File: src/include/soc_config.svh
`ifndef SOC_CONFIG_SVH
`define SOC_CONFIG_SVH

// Bus widths
`define SOC_AWIDTH          16
`define SOC_DWIDTH          32
`define SOC_SWIDTH          4

// Data memory, 512 words of 32 bits
`define SOC_RAM_DEPTH       512
`define SOC_RAM_AWIDTH      9

// Host request and response queues
`define SOC_FIFO_DEPTH      4

`define SOC_IRQ_SOURCES     16
`define SOC_GPIO_WIDTH      8

// Slave select, address bits 15..12
`define SOC_SEL_RAM         4'h0
`define SOC_SEL_IRQ         4'h8
`define SOC_SEL_GPIO        4'h9

// Register word index, address bits 3..2
`define SOC_IRQ_PEND_LO     2'd0
`define SOC_IRQ_PEND_HI     2'd1
`define SOC_IRQ_MASK_LO     2'd2
`define SOC_IRQ_MASK_HI     2'd3
`define SOC_GPIO_IN         2'd0
`define SOC_GPIO_OUT        2'd1
`define SOC_GPIO_DIR        2'd2

`endif

File: src/design/soc_pkg.sv
`include "soc_config.svh"

package soc_pkg;

    typedef logic [`SOC_AWIDTH-1:0]      addr_t;
    typedef logic [`SOC_DWIDTH-1:0]      word_t;
    typedef logic [7:0]                  byte_t;
    typedef logic [`SOC_SWIDTH-1:0]      sel_t;
    typedef logic [`SOC_IRQ_SOURCES-1:0] irq_vec_t;

    // Byte load or store from the host
    typedef struct packed {
        logic  we;
        addr_t addr;
        byte_t data;
    } access_req_t;

    // Result of a load
    typedef struct packed {
        byte_t data;
    } access_rsp_t;

endpackage

File: src/design/access_sizer.sv
`timescale 1ns/1ps
`include "soc_config.svh"

module access_sizer import soc_pkg::*; (
    input  logic        wb_clk_i,
    input  logic        reset_i,

    // From the request queue
    input  logic        req_valid_i,
    output logic        req_ready_o,
    input  access_req_t req_i,

    // To the response queue
    output logic        rsp_valid_o,
    input  logic        rsp_ready_i,
    output access_rsp_t rsp_o,

    // 32-bit peripheral bus
    output logic        bus_stb_o,
    output logic        bus_we_o,
    output addr_t       bus_adr_o,
    output sel_t        bus_sel_o,
    output word_t       bus_wdat_o,
    input  logic        bus_ack_i,
    input  word_t       bus_rdat_i
);

    typedef enum logic {
        s_idle,
        s_wait
    } state_t;

    state_t     state_q;
    logic       pop;
    logic       rd_pending_q;
    logic [1:0] lane_q;

    // A read needs a free response slot, a write goes anyway.
    // The slot stays free until the ack since nothing else pushes
    assign req_ready_o = (state_q == s_idle) && (req_i.we || rsp_ready_i);
    assign pop         = req_valid_i && req_ready_o;

    // ------------------------------
    // Bus cycle, issued on the pop
    // ------------------------------
    assign bus_stb_o  = pop;
    assign bus_we_o   = req_i.we;
    assign bus_adr_o  = req_i.addr;
    assign bus_sel_o  = sel_t'(1) << req_i.addr[1:0];
    assign bus_wdat_o = {`SOC_SWIDTH{req_i.data}};

    always_ff @(posedge wb_clk_i) begin
        if (reset_i) begin
            state_q      <= s_idle;
            rd_pending_q <= 1'b0;
        end else begin
            case (state_q)
                s_idle: begin
                    if (pop) begin
                        state_q      <= s_wait;
                        rd_pending_q <= !req_i.we;
                    end
                end
                s_wait: begin
                    if (bus_ack_i) begin
                        state_q      <= s_idle;
                        rd_pending_q <= 1'b0;
                    end
                end
                default: state_q <= s_idle;
            endcase
        end
    end

    // Lane of the outstanding access
    always_ff @(posedge wb_clk_i) begin
        if (pop) begin
            lane_q <= req_i.addr[1:0];
        end
    end

    // ------------------------------
    // Read return
    // ------------------------------
    assign rsp_valid_o = (state_q == s_wait) && bus_ack_i && rd_pending_q;
    assign rsp_o.data  = bus_rdat_i[{lane_q, 3'b000} +: 8];

endmodule

File: config.mk
export PLATFORM = sky130hd
export DESIGN_NAME = access_sizer
export DESIGN_NICKNAME = d
export VERILOG_FILES = /design/src/design/soc_pkg.sv /design/src/design/access_sizer.sv
export VERILOG_INCLUDE_DIRS = /design/src /design/src/include
export SDC_FILE = /design/constraint.sdc
export NUM_CORES = 1
export LEC_CHECK = 0
export CORE_ASPECT_RATIO = 1.5
export CORE_MARGIN = 2
export CORE_UTILIZATION = 25
export DETAILED_ROUTE_END_ITERATION = 12
export DONT_BUFFER_PORTS = 1
export GPL_TIMING_DRIVEN = 0
export PLACE_DENSITY = 0.49
export SYNTH_ARGS = -nofsm -noshare
export SYNTH_HDL_FRONTEND = slang
export SYNTH_SLANG_ARGS = --single-unit
File: constraint.sdc
create_clock -name wb_clk_i -period 1.11 [get_ports wb_clk_i]
set_input_delay 0.222 -clock wb_clk_i [delete_from_list [all_inputs] [get_ports wb_clk_i]]
set_output_delay 0.222 -clock wb_clk_i [all_outputs]
set_load 0.005 [all_outputs]
* Word-level counts from Yosys, hierarchy flattened *
Cells that the tools add are included.

word-level totals
  word-level logic and storage cells = 21
  bits in registers = 4
  bits of input ports = 62
  output and inout bits = 64

operators by class
  muxes and demuxes = 6
  equal/unequal tests = 2
  reduce and logical (&&, ||, !) cells = 7
  bitwise gates (word level) = 1
  shifts and indexed selects = 2

operator list
  cell                                              number
  variable part select 32 x 6 -> 8 bit              1
  logical AND 1 bit                                 4
  2-to-1 mux 1 bit                                  4
  != test 2 bit (second input constant)             2
  case mux 1 bit (2 select lines)                   2
  left shift 1 x 2 -> 4 bit (first input constant)  1
  AND reduction 2 bit                               1
  zero test 1 bit                                   1
  logical OR 1 bit                                  1
  NOT 1 bit                                         1

* Depth between registers and ports, before layout *
  depth in word-level cells = 5
  gate-level depth with buffers = 3

* Worst setup path before layout *
No wires, ideal clock.

  path kind = register -> output
  start point = reg lane_q[0]
  end point = out rsp_o[0] (netlist bit)
  stages on the path, launching flop included = 3
  arrival time = 0.974 ns
  data required time = 0.888 ns
  slack = -0.086 ns
  path through = edfxtp_1 -> buf_6 -> mux4_2

RTL lines
  element                 line                source
  start, declared         access_sizer.sv:36  logic [1:0] lane_q;
  start signal, assigned  access_sizer.sv:78  lane_q <= req_i.addr[1:0];
  end, declared           access_sizer.sv:16  output access_rsp_t rsp_o,

==> results.md <==
* First-pass detailed-route iteration total at 2
* Post-Route Utilization at 0.298
* CP Buf/Inv Count at 1
* Synth cell types at 17
* Max Slew Vio Count at 0
* Critical Path RT at a little under 0.9 ns
* Worst Hold Slack at approximately 0.068 ns
* PnR worst setup slack at -0.365 ns
* Vias in the first global route at slightly below 500
* TritonCTS Buffers at 3
* RSZ-0062 raised after global routing: true
* Status: complete, but fails checks
* Hold Buf Count CTS at 0
* CTS sink cnt at 4
* Final Non-Filler Cells at ~120
* Tightest Hold Check Type: in -> reg
* Die height at between 70 and 80 um
* CP max stage delay at between 0.5 and 0.6 ns
* Minimum clock period at 1.47 ns
* Clk_lat worst skew at about 0.21 ns
* Maxcap violations at 0
* Tcrit/Tclk final at 1.33
* Kind of critical path: reg -> out
* Port bufs at 0
* Yosys top cell area share at 0.493
* Hold EP: state_q
* Die width at 48.6 um
* Syn nets at 140
* Final setup vio count at 8
* Final hold viol count at 0
* Largest cells by area after synthesis: buf_4 49%, mux4_2 24%, edfxtp_1 8.1%
* Largest net degree at the start of global routing at 9
* H-tree Lvls at 1
* DRT Wirelength at approximately 1700 um
* Routed len/inst at between 10 and 15 um
* FMAX at just under 700 MHz
* Initial antenna violation count at 0
* CP Capture Type: output pin
* Crit path DAT at approximately 1.3 ns
* FF+latch count, synth at 4
* VDD IR-drop max at approximately 0.53 mV
* Rows at 24
* Cells after synthesis at 78
* Synth area leader: buf_4
* Syn_area_per_cell at about 9.6 um^2
* Starting Density at 0.259
* Congestion Overflow GR at 0
* Crit-path slowest cell: mux4_2
* Hold depth at 1
* First-pass GRT wire length at 2180 um
* Core ar. at slightly below 3000 um^2
* Worst R2R Setup Slack at between 0.15 and 0.2 ns
* Least-Margin Pin Slew at between 0.2 and 0.25 ns
* Dpl cells at roughly 120
* Layout area overhead at 15.3%
* Number of antenna-violating nets in the routed design at 0
* Synth Warn # at 0
* Reg clk slew, reported paths at 0.03 ns
* Power Density at a little under 900 nW/um^2
* ANT cells at 0
* Num ports at between 100 and 150
* RR Endpoint: lane_q[1]
* CTS Buffer Depth at 2
* DRC Markers at 0
* FF-to-FF path depth at 3
* Relative slew margins at 0.849
* Layout cells sized above 1 at 0.810
* DRT iter0 DRCs at 6
* Failing checks: negative setup slack
* Crit-path max FO at 8
* Post-Syn Area at roughly 750 um^2
* HPWL after DPL at 1570 um
* Final Wtd Congestion at between 0.6 and 0.7
* Critical path cell sequence: buf_6, mux4_2
* Reg-to-Reg Start: state_q
* Hold path start: reset_i
* Clock root buffer: clkbuf_8
* Die ar. at ~3400 um^2
* Crit path launch type: flip-flop
* CTS tree: yes
* Clock Skew at ~0.0029 ns
* Pleak at between 0.0004 and 0.0005 uW
* Via count at between 500 and 600
* Crit-path leading delay family: multiplexers
* Vias per cell at ~4.3
* Post-layout net count at between 100 and 150
* Overall Global Routing Usage at 0.0776
* Layout fillers at 320
* Sequential cell area fraction in the yosys report at 0.134
final cells by class:
cell class | instances | area, um^2 | area share
clock buffer | 4 | 45.0 | 0.0524
timing repair buffer | 2 | 15.0 | 0.0175
inverter | 1 | 3.75 | 0.00437
multi-input combinational | 22 | 262 | 0.304
tap | 39 | 48.8 | 0.0568
buffer | 51 | 384 | 0.447
sequential | 4 | 101 | 0.118
cells in the mapped netlist, drive strengths merged:
cell,number
edfxtp,2
inv,1
nand2,2
a21oi,1
a221oi,1
nor2b,3
and2,1
and3,1
o21ai,1
nand2b,1
buf,50
mux4,8
clkbuf,1
dfxtp,2
nor2,3
logic make-up (layout without fill, tap and decap cells):
kind of cell | count (synthesis) | in the layout | share of synthesized area
compound gates | 3 | 3 | 0.0252
simple gates | 11 | 11 | 0.0789
mux | 8 | 8 | 0.242
flops | 4 | 4 | 0.134
buf+inv | 52 | 58 | 0.520
registers in the layout, indices dropped and copies added, names as in the netlist:
name	flops
lane_q	2
rd_pending_q	1
state_q	1
cells in the final DEF (no fill, tap or decap), drive strengths merged, types with 2 or more instances in the layout:
| master | netlist | layout |
|---|---|---|
| mux4 | 8 | 8 |
| edfxtp | 2 | 2 |
| nand2 | 2 | 2 |
| dfxtp | 2 | 2 |
| nor2 | 3 | 3 |
| buf | 50 | 52 |
| nor2b | 3 | 3 |
| clkbuf | 1 | 5 |
per-stage QoR:
stage / TNS (ns) / instance area (um^2) / setup WS (ns) / power, uW
after global routing: -3.24 / 860 / -0.420 / 801
after detailed placement: -1.03 / 795 / -0.144 / 441
final: -2.80 / 860 / -0.365 / 764
after floorplan: -0.689 / 746 / -0.0861 / 416
after global placement: -1.09 / 795 / -0.146 / 441
after CTS: -2.96 / 851 / -0.386 / 773
worst reg2reg max path, cell delays in order (launching register included):
cell and delay [ns]:
dfxtp_2 0.32, nor2b_2 0.14, o21ai_2 0.09, inv_2 0.09
power by group:
part | switching, uW | internal (uW)
clock network | 73.1 | 245
registers | 5.63 | 168
logic | 92.7 | 179
worst max-delay path by stage:
stage	slack (ns)	endpoint	cells past startpoint	from
finish	-0.36	rsp_o[0]	2	lane_q[0]
global route	-0.42	rsp_o[0]	2	lane_q[0]
floorplan	-0.09	rsp_o[0]	2	lane_q[0]
global placement	-0.15	rsp_o[3]	2	lane_q[0]
CTS	-0.39	rsp_o[0]	2	lane_q[0]
detailed placement	-0.14	rsp_o[0]	2	lane_q[0]
routing by layer:
layer,GRT usage,up-vias,part of all wire
li1,-,225,-
met1,0.0550,239,0.21
met2,0.167,60,0.62
met3,0.0422,0,0.16
met4,0.0190,0,0
met5,0,-,0
timing repair:
item                       4_1_cts  5_1_grt
setup buffers                    1        1
setup endpoints to repair        9        9
gates resized for setup          3        1
cloned                           0        0
No activity file was read; power rests on OpenSTA's default activity.
