<file path="src/design/bus_fifo.sv">
`timescale 1ns/1ps

module bus_fifo #(
    parameter type         T     = logic [7:0],
    parameter int unsigned DEPTH = 4
) (
    input  logic wb_clk_i,
    input  logic reset_i,

    input  logic in_valid_i,
    output logic in_ready_o,
    input  T     in_data_i,

    output logic out_valid_o,
    input  logic out_ready_i,
    output T     out_data_o
);

    localparam int unsigned PTR_W = (DEPTH > 1) ? $clog2(DEPTH) : 1;
    localparam int unsigned CNT_W = $clog2(DEPTH + 1);

    T                 mem_q [DEPTH];
    logic [PTR_W-1:0] wr_ptr_q;
    logic [PTR_W-1:0] rd_ptr_q;
    logic [CNT_W-1:0] count_q;
    logic             push;
    logic             pop;

    // Wrap for depths that are not a power of two
    function automatic logic [PTR_W-1:0] next_ptr(input logic [PTR_W-1:0] ptr);
        if (ptr == PTR_W'(DEPTH - 1)) begin
            return '0;
        end
        return ptr + 1'b1;
    endfunction

    assign in_ready_o  = (count_q != CNT_W'(DEPTH));
    assign out_valid_o = (count_q != '0);
    assign push        = in_valid_i && in_ready_o;
    assign pop         = out_valid_o && out_ready_i;
    assign out_data_o  = mem_q[rd_ptr_q];

    always_ff @(posedge wb_clk_i) begin
        if (push) begin
            mem_q[wr_ptr_q] <= in_data_i;
        end
    end

    always_ff @(posedge wb_clk_i) begin
        if (reset_i) begin
            wr_ptr_q <= '0;
            rd_ptr_q <= '0;
            count_q  <= '0;
        end else begin
            if (push) begin
                wr_ptr_q <= next_ptr(wr_ptr_q);
            end
            if (pop) begin
                rd_ptr_q <= next_ptr(rd_ptr_q);
            end
            // Occupancy only moves when exactly one side transfers
            case ({push, pop})
                2'b10:   count_q <= count_q + 1'b1;
                2'b01:   count_q <= count_q - 1'b1;
                default: count_q <= count_q;
            endcase
        end
    end

endmodule

</file>
<file path="config.mk">
export PLATFORM = sky130hd
export DESIGN_NAME = bus_fifo
export DESIGN_NICKNAME = d
export VERILOG_FILES = /design/src/design/bus_fifo.sv
export SDC_FILE = /design/constraint.sdc
export NUM_CORES = 1
export LEC_CHECK = 0
export BUFFER_PORTS_ARGS = -buffer_cell sky130_fd_sc_hd__clkbuf_2
export CAP_MARGIN = 20
export CORE_ASPECT_RATIO = 2
export CORE_MARGIN = 2
export CORE_UTILIZATION = 45
export DETAILED_ROUTE_END_ITERATION = 8
export GPL_TIMING_DRIVEN = 0
export PLACE_DENSITY = 0.77
export SYNTH_ARGS = -nofsm -noshare
export SYNTH_HDL_FRONTEND = slang
export SYNTH_SLANG_ARGS = --single-unit
</file>
<file path="constraint.sdc">
create_clock -name wb_clk_i -period 2.04 [get_ports wb_clk_i]
set_input_delay 0.408 -clock wb_clk_i [delete_from_list [all_inputs] [get_ports wb_clk_i]]
set_output_delay 0.408 -clock wb_clk_i [all_outputs]
set_load 0.005 [all_outputs]
</file>
# --- After elaboration in Yosys (flattened, before gate mapping) ---
# Memories as Yosys holds them, arrays and structs flattened. A register that Yosys moved wholly into a read port is not among the register bits.
# Index checks and enable logic that the tools add are counted.
totals:
  input_bits: 12
  ff_bits: 7
  elab_cells: 32
  mem_bits_rw: 32
  memories: 1
  latchBits: 0
  mem_bits_ro: 0
  out_inout_bits: 10
memory_table:
  columns: ["memory", "depth", "width", "rd", "rd_clocked_by_memory_dff", "write_ports", "line", "source"]
  rows:
  - ["mem_q", 4, 8, 1, 1, 1, "22", "T mem_q [DEPTH];"]
classes:
  bitwise: 0
  n_addsub: 4
  n_reduce_logical: 4
  muxes: 15
  div: 0
  shifts: 0
  n_eq_ne: 5
  n_mul: 0
  order_cmp: 0
ops:
  columns: ["cell", "count"]
  rows:
  - ["2-bit two-way mux", 6]
  - ["1-bit two-way mux", 8]
  - ["2-bit == test, second input constant", 3]
  - ["3-bit case mux with 2 select lines", 1]
  - ["2-bit by 1-bit adder with 2-bit output, second input constant", 2]
  - ["3-bit by 1-bit adder with 3-bit output, second input constant", 1]
  - ["3-bit inequality test, second input constant", 1]
  - ["3-bit nonzero test", 1]
  - ["3-bit by 1-bit subtractor with 3-bit output, second input constant", 1]
  - ["2-bit by 1-bit == test with 1-bit output, second input constant", 1]
  - ["1-bit logical AND", 2]
  - ["2-bit nonzero test", 1]

# --- Longest topological paths before layout ---
logic_depth:
  ltp_word: 7
  depth_mapped: 9

# --- Least setup slack after synthesis ---
# No wires, ideal clock.
synth_timing:
  path_type: "register to register"
  start: "reg count_q[2]"
  end: "reg count_q[2]"
  stages_incl_launch_ff: 10
  setup_slack_ns: -0.209
  required_ns: 1.970
  t_arrival_ns: 2.179
  path_buffers: 1
  path_cell_list: "dfxtp_1 -> or3b_1 -> buf_6 -> nand2_2 -> ha_1 -> inv_1 -> fa_1 -> xor2_1 -> or3_2 -> a21oi_1"
synth_via:
  elab_chain_len: 4
synth_lines:
  columns: ["item", "line", "source"]
  rows:
  - ["from (decl)", "25", "logic [CNT_W-1:0] count_q;"]
  - ["from (signal assigned)", "63", "2'b10: count_q <= count_q + 1'b1;"]
  - ["from (signal assigned)", "64", "2'b01: count_q <= count_q - 1'b1;"]
  - ["from (signal assigned)", "65", "default: count_q <= count_q;"]
  - ["3-bit inequality test *", "37", "assign in_ready_o = (count_q != CNT_W'(DEPTH));"]
  - ["net in_ready_o", "11", "output logic in_ready_o,"]
  - ["1-bit logical AND *", "39", "assign push = in_valid_i && in_ready_o;"]
  - ["2-bit by 1-bit == test with 1-bit output / 2-bit == test (equally long branches)", "62", "case ({push, pop})"]
  - ["3-bit case mux with 2 select lines / 2-bit nonzero test (equally long branches)", null, null]
# Mark *: on every way through the listed nets, which the timed path passes. The rest lies on a longest branch.
# A chain may end at the register's enable or synchronous reset.

# --- Final worst setup path ---
layout_timing:
  start: "reg count_q[1]"
  end: "reg count_q[2]"
layout_via:
  elab_chain_len: 4
layout_lines:
  columns: ["item", "line"]
  rows:
  - ["3-bit inequality test / 3-bit nonzero test (equally long branches)", "37, 38"]
  - ["1-bit logical AND (on tied branches)", "39, 40"]
  - ["2-bit by 1-bit == test with 1-bit output / 2-bit == test (equally long branches)", "62"]
  - ["3-bit case mux with 2 select lines / 2-bit nonzero test (equally long branches)", null]
# Parallel ways exist; a longest one is shown, timed or not.

==> impl_metrics.env <==
export IMPL_ant_nets=0
export IMPL_rsz0062_at_grt="true"
export IMPL_ys_seq_area_frac=0.6930
export IMPL_clock_path_buffers=2
export IMPL_r2r_start="count_q[1]"
export IMPL_vias_per_cell=5.040
export IMPL_grtUsageTotal=0.1515
export IMPL_worstPathRequired_ns=2.26
export IMPL_drcViolationCount=0
export IMPL_core_mm2=0.003568
export IMPL_arrival_ns=2.37
export IMPL_synth_seq_cells=41
export IMPL_cts_buffers=5
export IMPL_fillers=318
export IMPL_syn_area_per_cell_um2=17.52
export IMPL_pre_cts_slack_ns=-0.1489
export IMPL_std_cell_rows=31
export IMPL_finalCritPeriodShare=1.050
export IMPL_crit_buf_inv=2
export IMPL_outcome="finished, violations left"
export IMPL_tns_ns=-0.1019
export IMPL_routedWlPerCell_um=15.23
export IMPL_antenna_found_initial=0
export IMPL_violations="setup timing"
export IMPL_hpwl_um=1866
export IMPL_fin_crit_ns=2.142
export IMPL_layout_setup_ws_ns=-0.1019
export IMPL_cp_top_family="simple AND/OR/NAND/NOR gates"
export IMPL_io_pins=22
export IMPL_finalPower_w=0.002387
export IMPL_cp_end_kind="flip-flop"
export IMPL_worst_pin_slew_ns=0.5854
export IMPL_maxSlewHeadroom=0.6064
export IMPL_path_cells="or3b_4 > buf_6 > nand2_4 > ha_4 > inv_2 > fa_2 > xor2_2 > or3_4 > a21oi_2"
export IMPL_path_class="flip-flop to flip-flop"
export IMPL_die_x_um=46.78
export IMPL_worstHoldStart="in_data_i[1]"
export IMPL_design_area_mm2=0.001999
export IMPL_start_kind="flip-flop"
export IMPL_finalHoldViolations=0
export IMPL_setup_viol=1
export IMPL_power_leakage_nw=0.7466
export IMPL_clkSinkCount=41
export IMPL_cts_root_buf="clkbuf_8"
export IMPL_grt_overflow=0
export IMPL_start_util=0.4614
export IMPL_fin_nets=145
export IMPL_grt_pass1_vias=928
export IMPL_max_stage_delay_ns=0.40
export IMPL_die_y_um=89.55
export IMPL_clock_latency_ns=0.29
export IMPL_tritoncts="yes"
export IMPL_die_area_mm2=0.004188
export IMPL_max_freq_ghz=0.4669
export IMPL_dr_total_vias=887
export IMPL_wl_um=2680
export IMPL_maxCapViolCount=0
export IMPL_final_seq_area_mm2=0.001147
export IMPL_drive_gt1_frac=0.4488
export IMPL_hold_path_class="primary input to flip-flop"
export IMPL_gp_congestion=0.6501
export IMPL_detail_route_iter0_violations=17
export IMPL_crit_fanout=5
export IMPL_cts_hold_buffers=0
export IMPL_multi_input_area_um2=496.7
export IMPL_netlist_instances=94
export IMPL_h_tree_depth=2
export IMPL_diodes=0
export IMPL_syn_to_final_growth_pct=21.43
export IMPL_ys_warn_count=0
export IMPL_synth_area_mm2=0.001647
export IMPL_power_density_mw_per_mm2=1194
export IMPL_startpoint="count_q[1]"
export IMPL_drv_slew=0
export IMPL_synth_distinct_cells=25
export IMPL_dr_pass1_iters=4
export IMPL_port_buffers=20
export IMPL_grt_max_degree=14
export IMPL_ir_worst_vdd_v=0.001051
export IMPL_postPlaceCellArea_mm2=0.001834
export IMPL_worst_clock_skew_ns=0.005498
export IMPL_grt_pass1_wl_um=4264
export IMPL_crit_slowest_cell="or3b_4"
export IMPL_clkSlewWorstSetupHoldPaths_ns=0.08
export IMPL_syn_num_nets=113
[final timing paths]
| kind | slack (ns) | endpoint | cells past startpoint |
|---|---|---|---|
| setup / recovery | -0.10 | count_q[2] | 9 |
| hold / removal | 0.33 | mem_q[3][1] | 1 |
| setup reg to reg | -0.10 | count_q[2] | 9 |
| hold reg to reg | 0.53 | flip-flop | 2 |
[sequential cells by signal, indices dropped and copies added (netlist names), named ones only]
name	cells
mem_q	32
count_q	3
rd_ptr_q	2
wr_ptr_q	2
[timing repair]
item | 4_1_cts | 5_1_grt
pin swaps | 4 | 0
setup endpoints to repair | 1 | 2
gates resized for setup | 4 | 1
setup buffers | 5 | 0
[report_power, final]
group,leakage [nW],internal [W],switching [W]
Sequential,0.369,0.00102,0.0000521
Combinational,0.326,0.000357,0.000322
Clock,0.0518,0.000360,0.000272
Total,0.747,0.00174,0.000646
[stage by stage]
stage,instances,hold slack [ns],util
final,176,0.3343,0.5603
after global routing,176,0.3261,0.5603
after CTS,176,0.3256,0.5596
after detailed placement,163,0.4959,0.5140
after global placement,163,0.4715,0.5140
after floorplan,94,0.4634,-
[Yosys cell counts]
library cell	count	share of area
nand2b_1	2	0.0076
mux4_2	8	0.11
ha_1	6	0.046
nand2_1	1	0.0023
xor2_1	2	0.011
inv_1	6	0.014
o21ai_2	1	0.0053
nand2_2	1	0.0038
and3_1	2	0.0076
fa_1	1	0.012
and3_2	2	0.0091
mux2i_1	2	0.012
or3b_1	1	0.0053
buf_6	1	0.0068
edfxtp_1	32	0.58
o31ai_1	1	0.0046
dfxtp_1	9	0.11
or3_1	2	0.0076
o21ai_0	1	0.0030
buf_1	2	0.0046
buf_2	1	0.0030
a211o_1	1	0.0053
nor2_1	4	0.0091
or3_2	2	0.0091
a21oi_1	3	0.0091
[cells in the final DEF (no fill, tap or decap), types with 4 or more instances in the layout]
cell and count:
nor2_1 4, clkbuf_8 5, dfxtp_1 6, edfxtp_1 32, inv_1 5, ha_1 5, buf_4 5, clkbuf_2 20
mux4_2 8
[kinds of logic after synthesis]
logic type | count (synthesis) | synth area share
compound gates | 7 | 0.02735
xor+xnor | 2 | 0.01064
fa+ha+maj | 7 | 0.05775
buf+inv | 10 | 0.02811
flops | 41 | 0.6930
mux | 10 | 0.1216
simple gates | 17 | 0.06154
[routing by layer]
metal / vias to the layer above / track usage / wire length [um]
met1: 444 / 0.1575 / 961
li1: 417 / - / -
met3: 5 / 0.04646 / 107
met5: - / 0 / 0
met2: 21 / 0.2615 / 1548
met4: 0 / 0.07576 / 62
[layout make-up]
cell class,count,share of cell area
tap,49,0.03066
clock buffer,5,0.03442
clock inverter,3,0.02065
buffer,4,0.01189
multi-input combinational,43,0.2484
inverter,6,0.01126
timing repair buffer,25,0.06884
sequential,41,0.5738
[worst reg2reg max path, cell delays in order (launching register included)]
cell and delay [ns]:
dfxtp_2 0.34, or3b_4 0.40, buf_6 0.13, nand2_4 0.07, ha_4 0.14, inv_2 0.04
fa_2 0.35, xor2_2 0.16, or3_4 0.33, a21oi_2 0.11
Note: power is estimated with default switching activity, not from simulation.
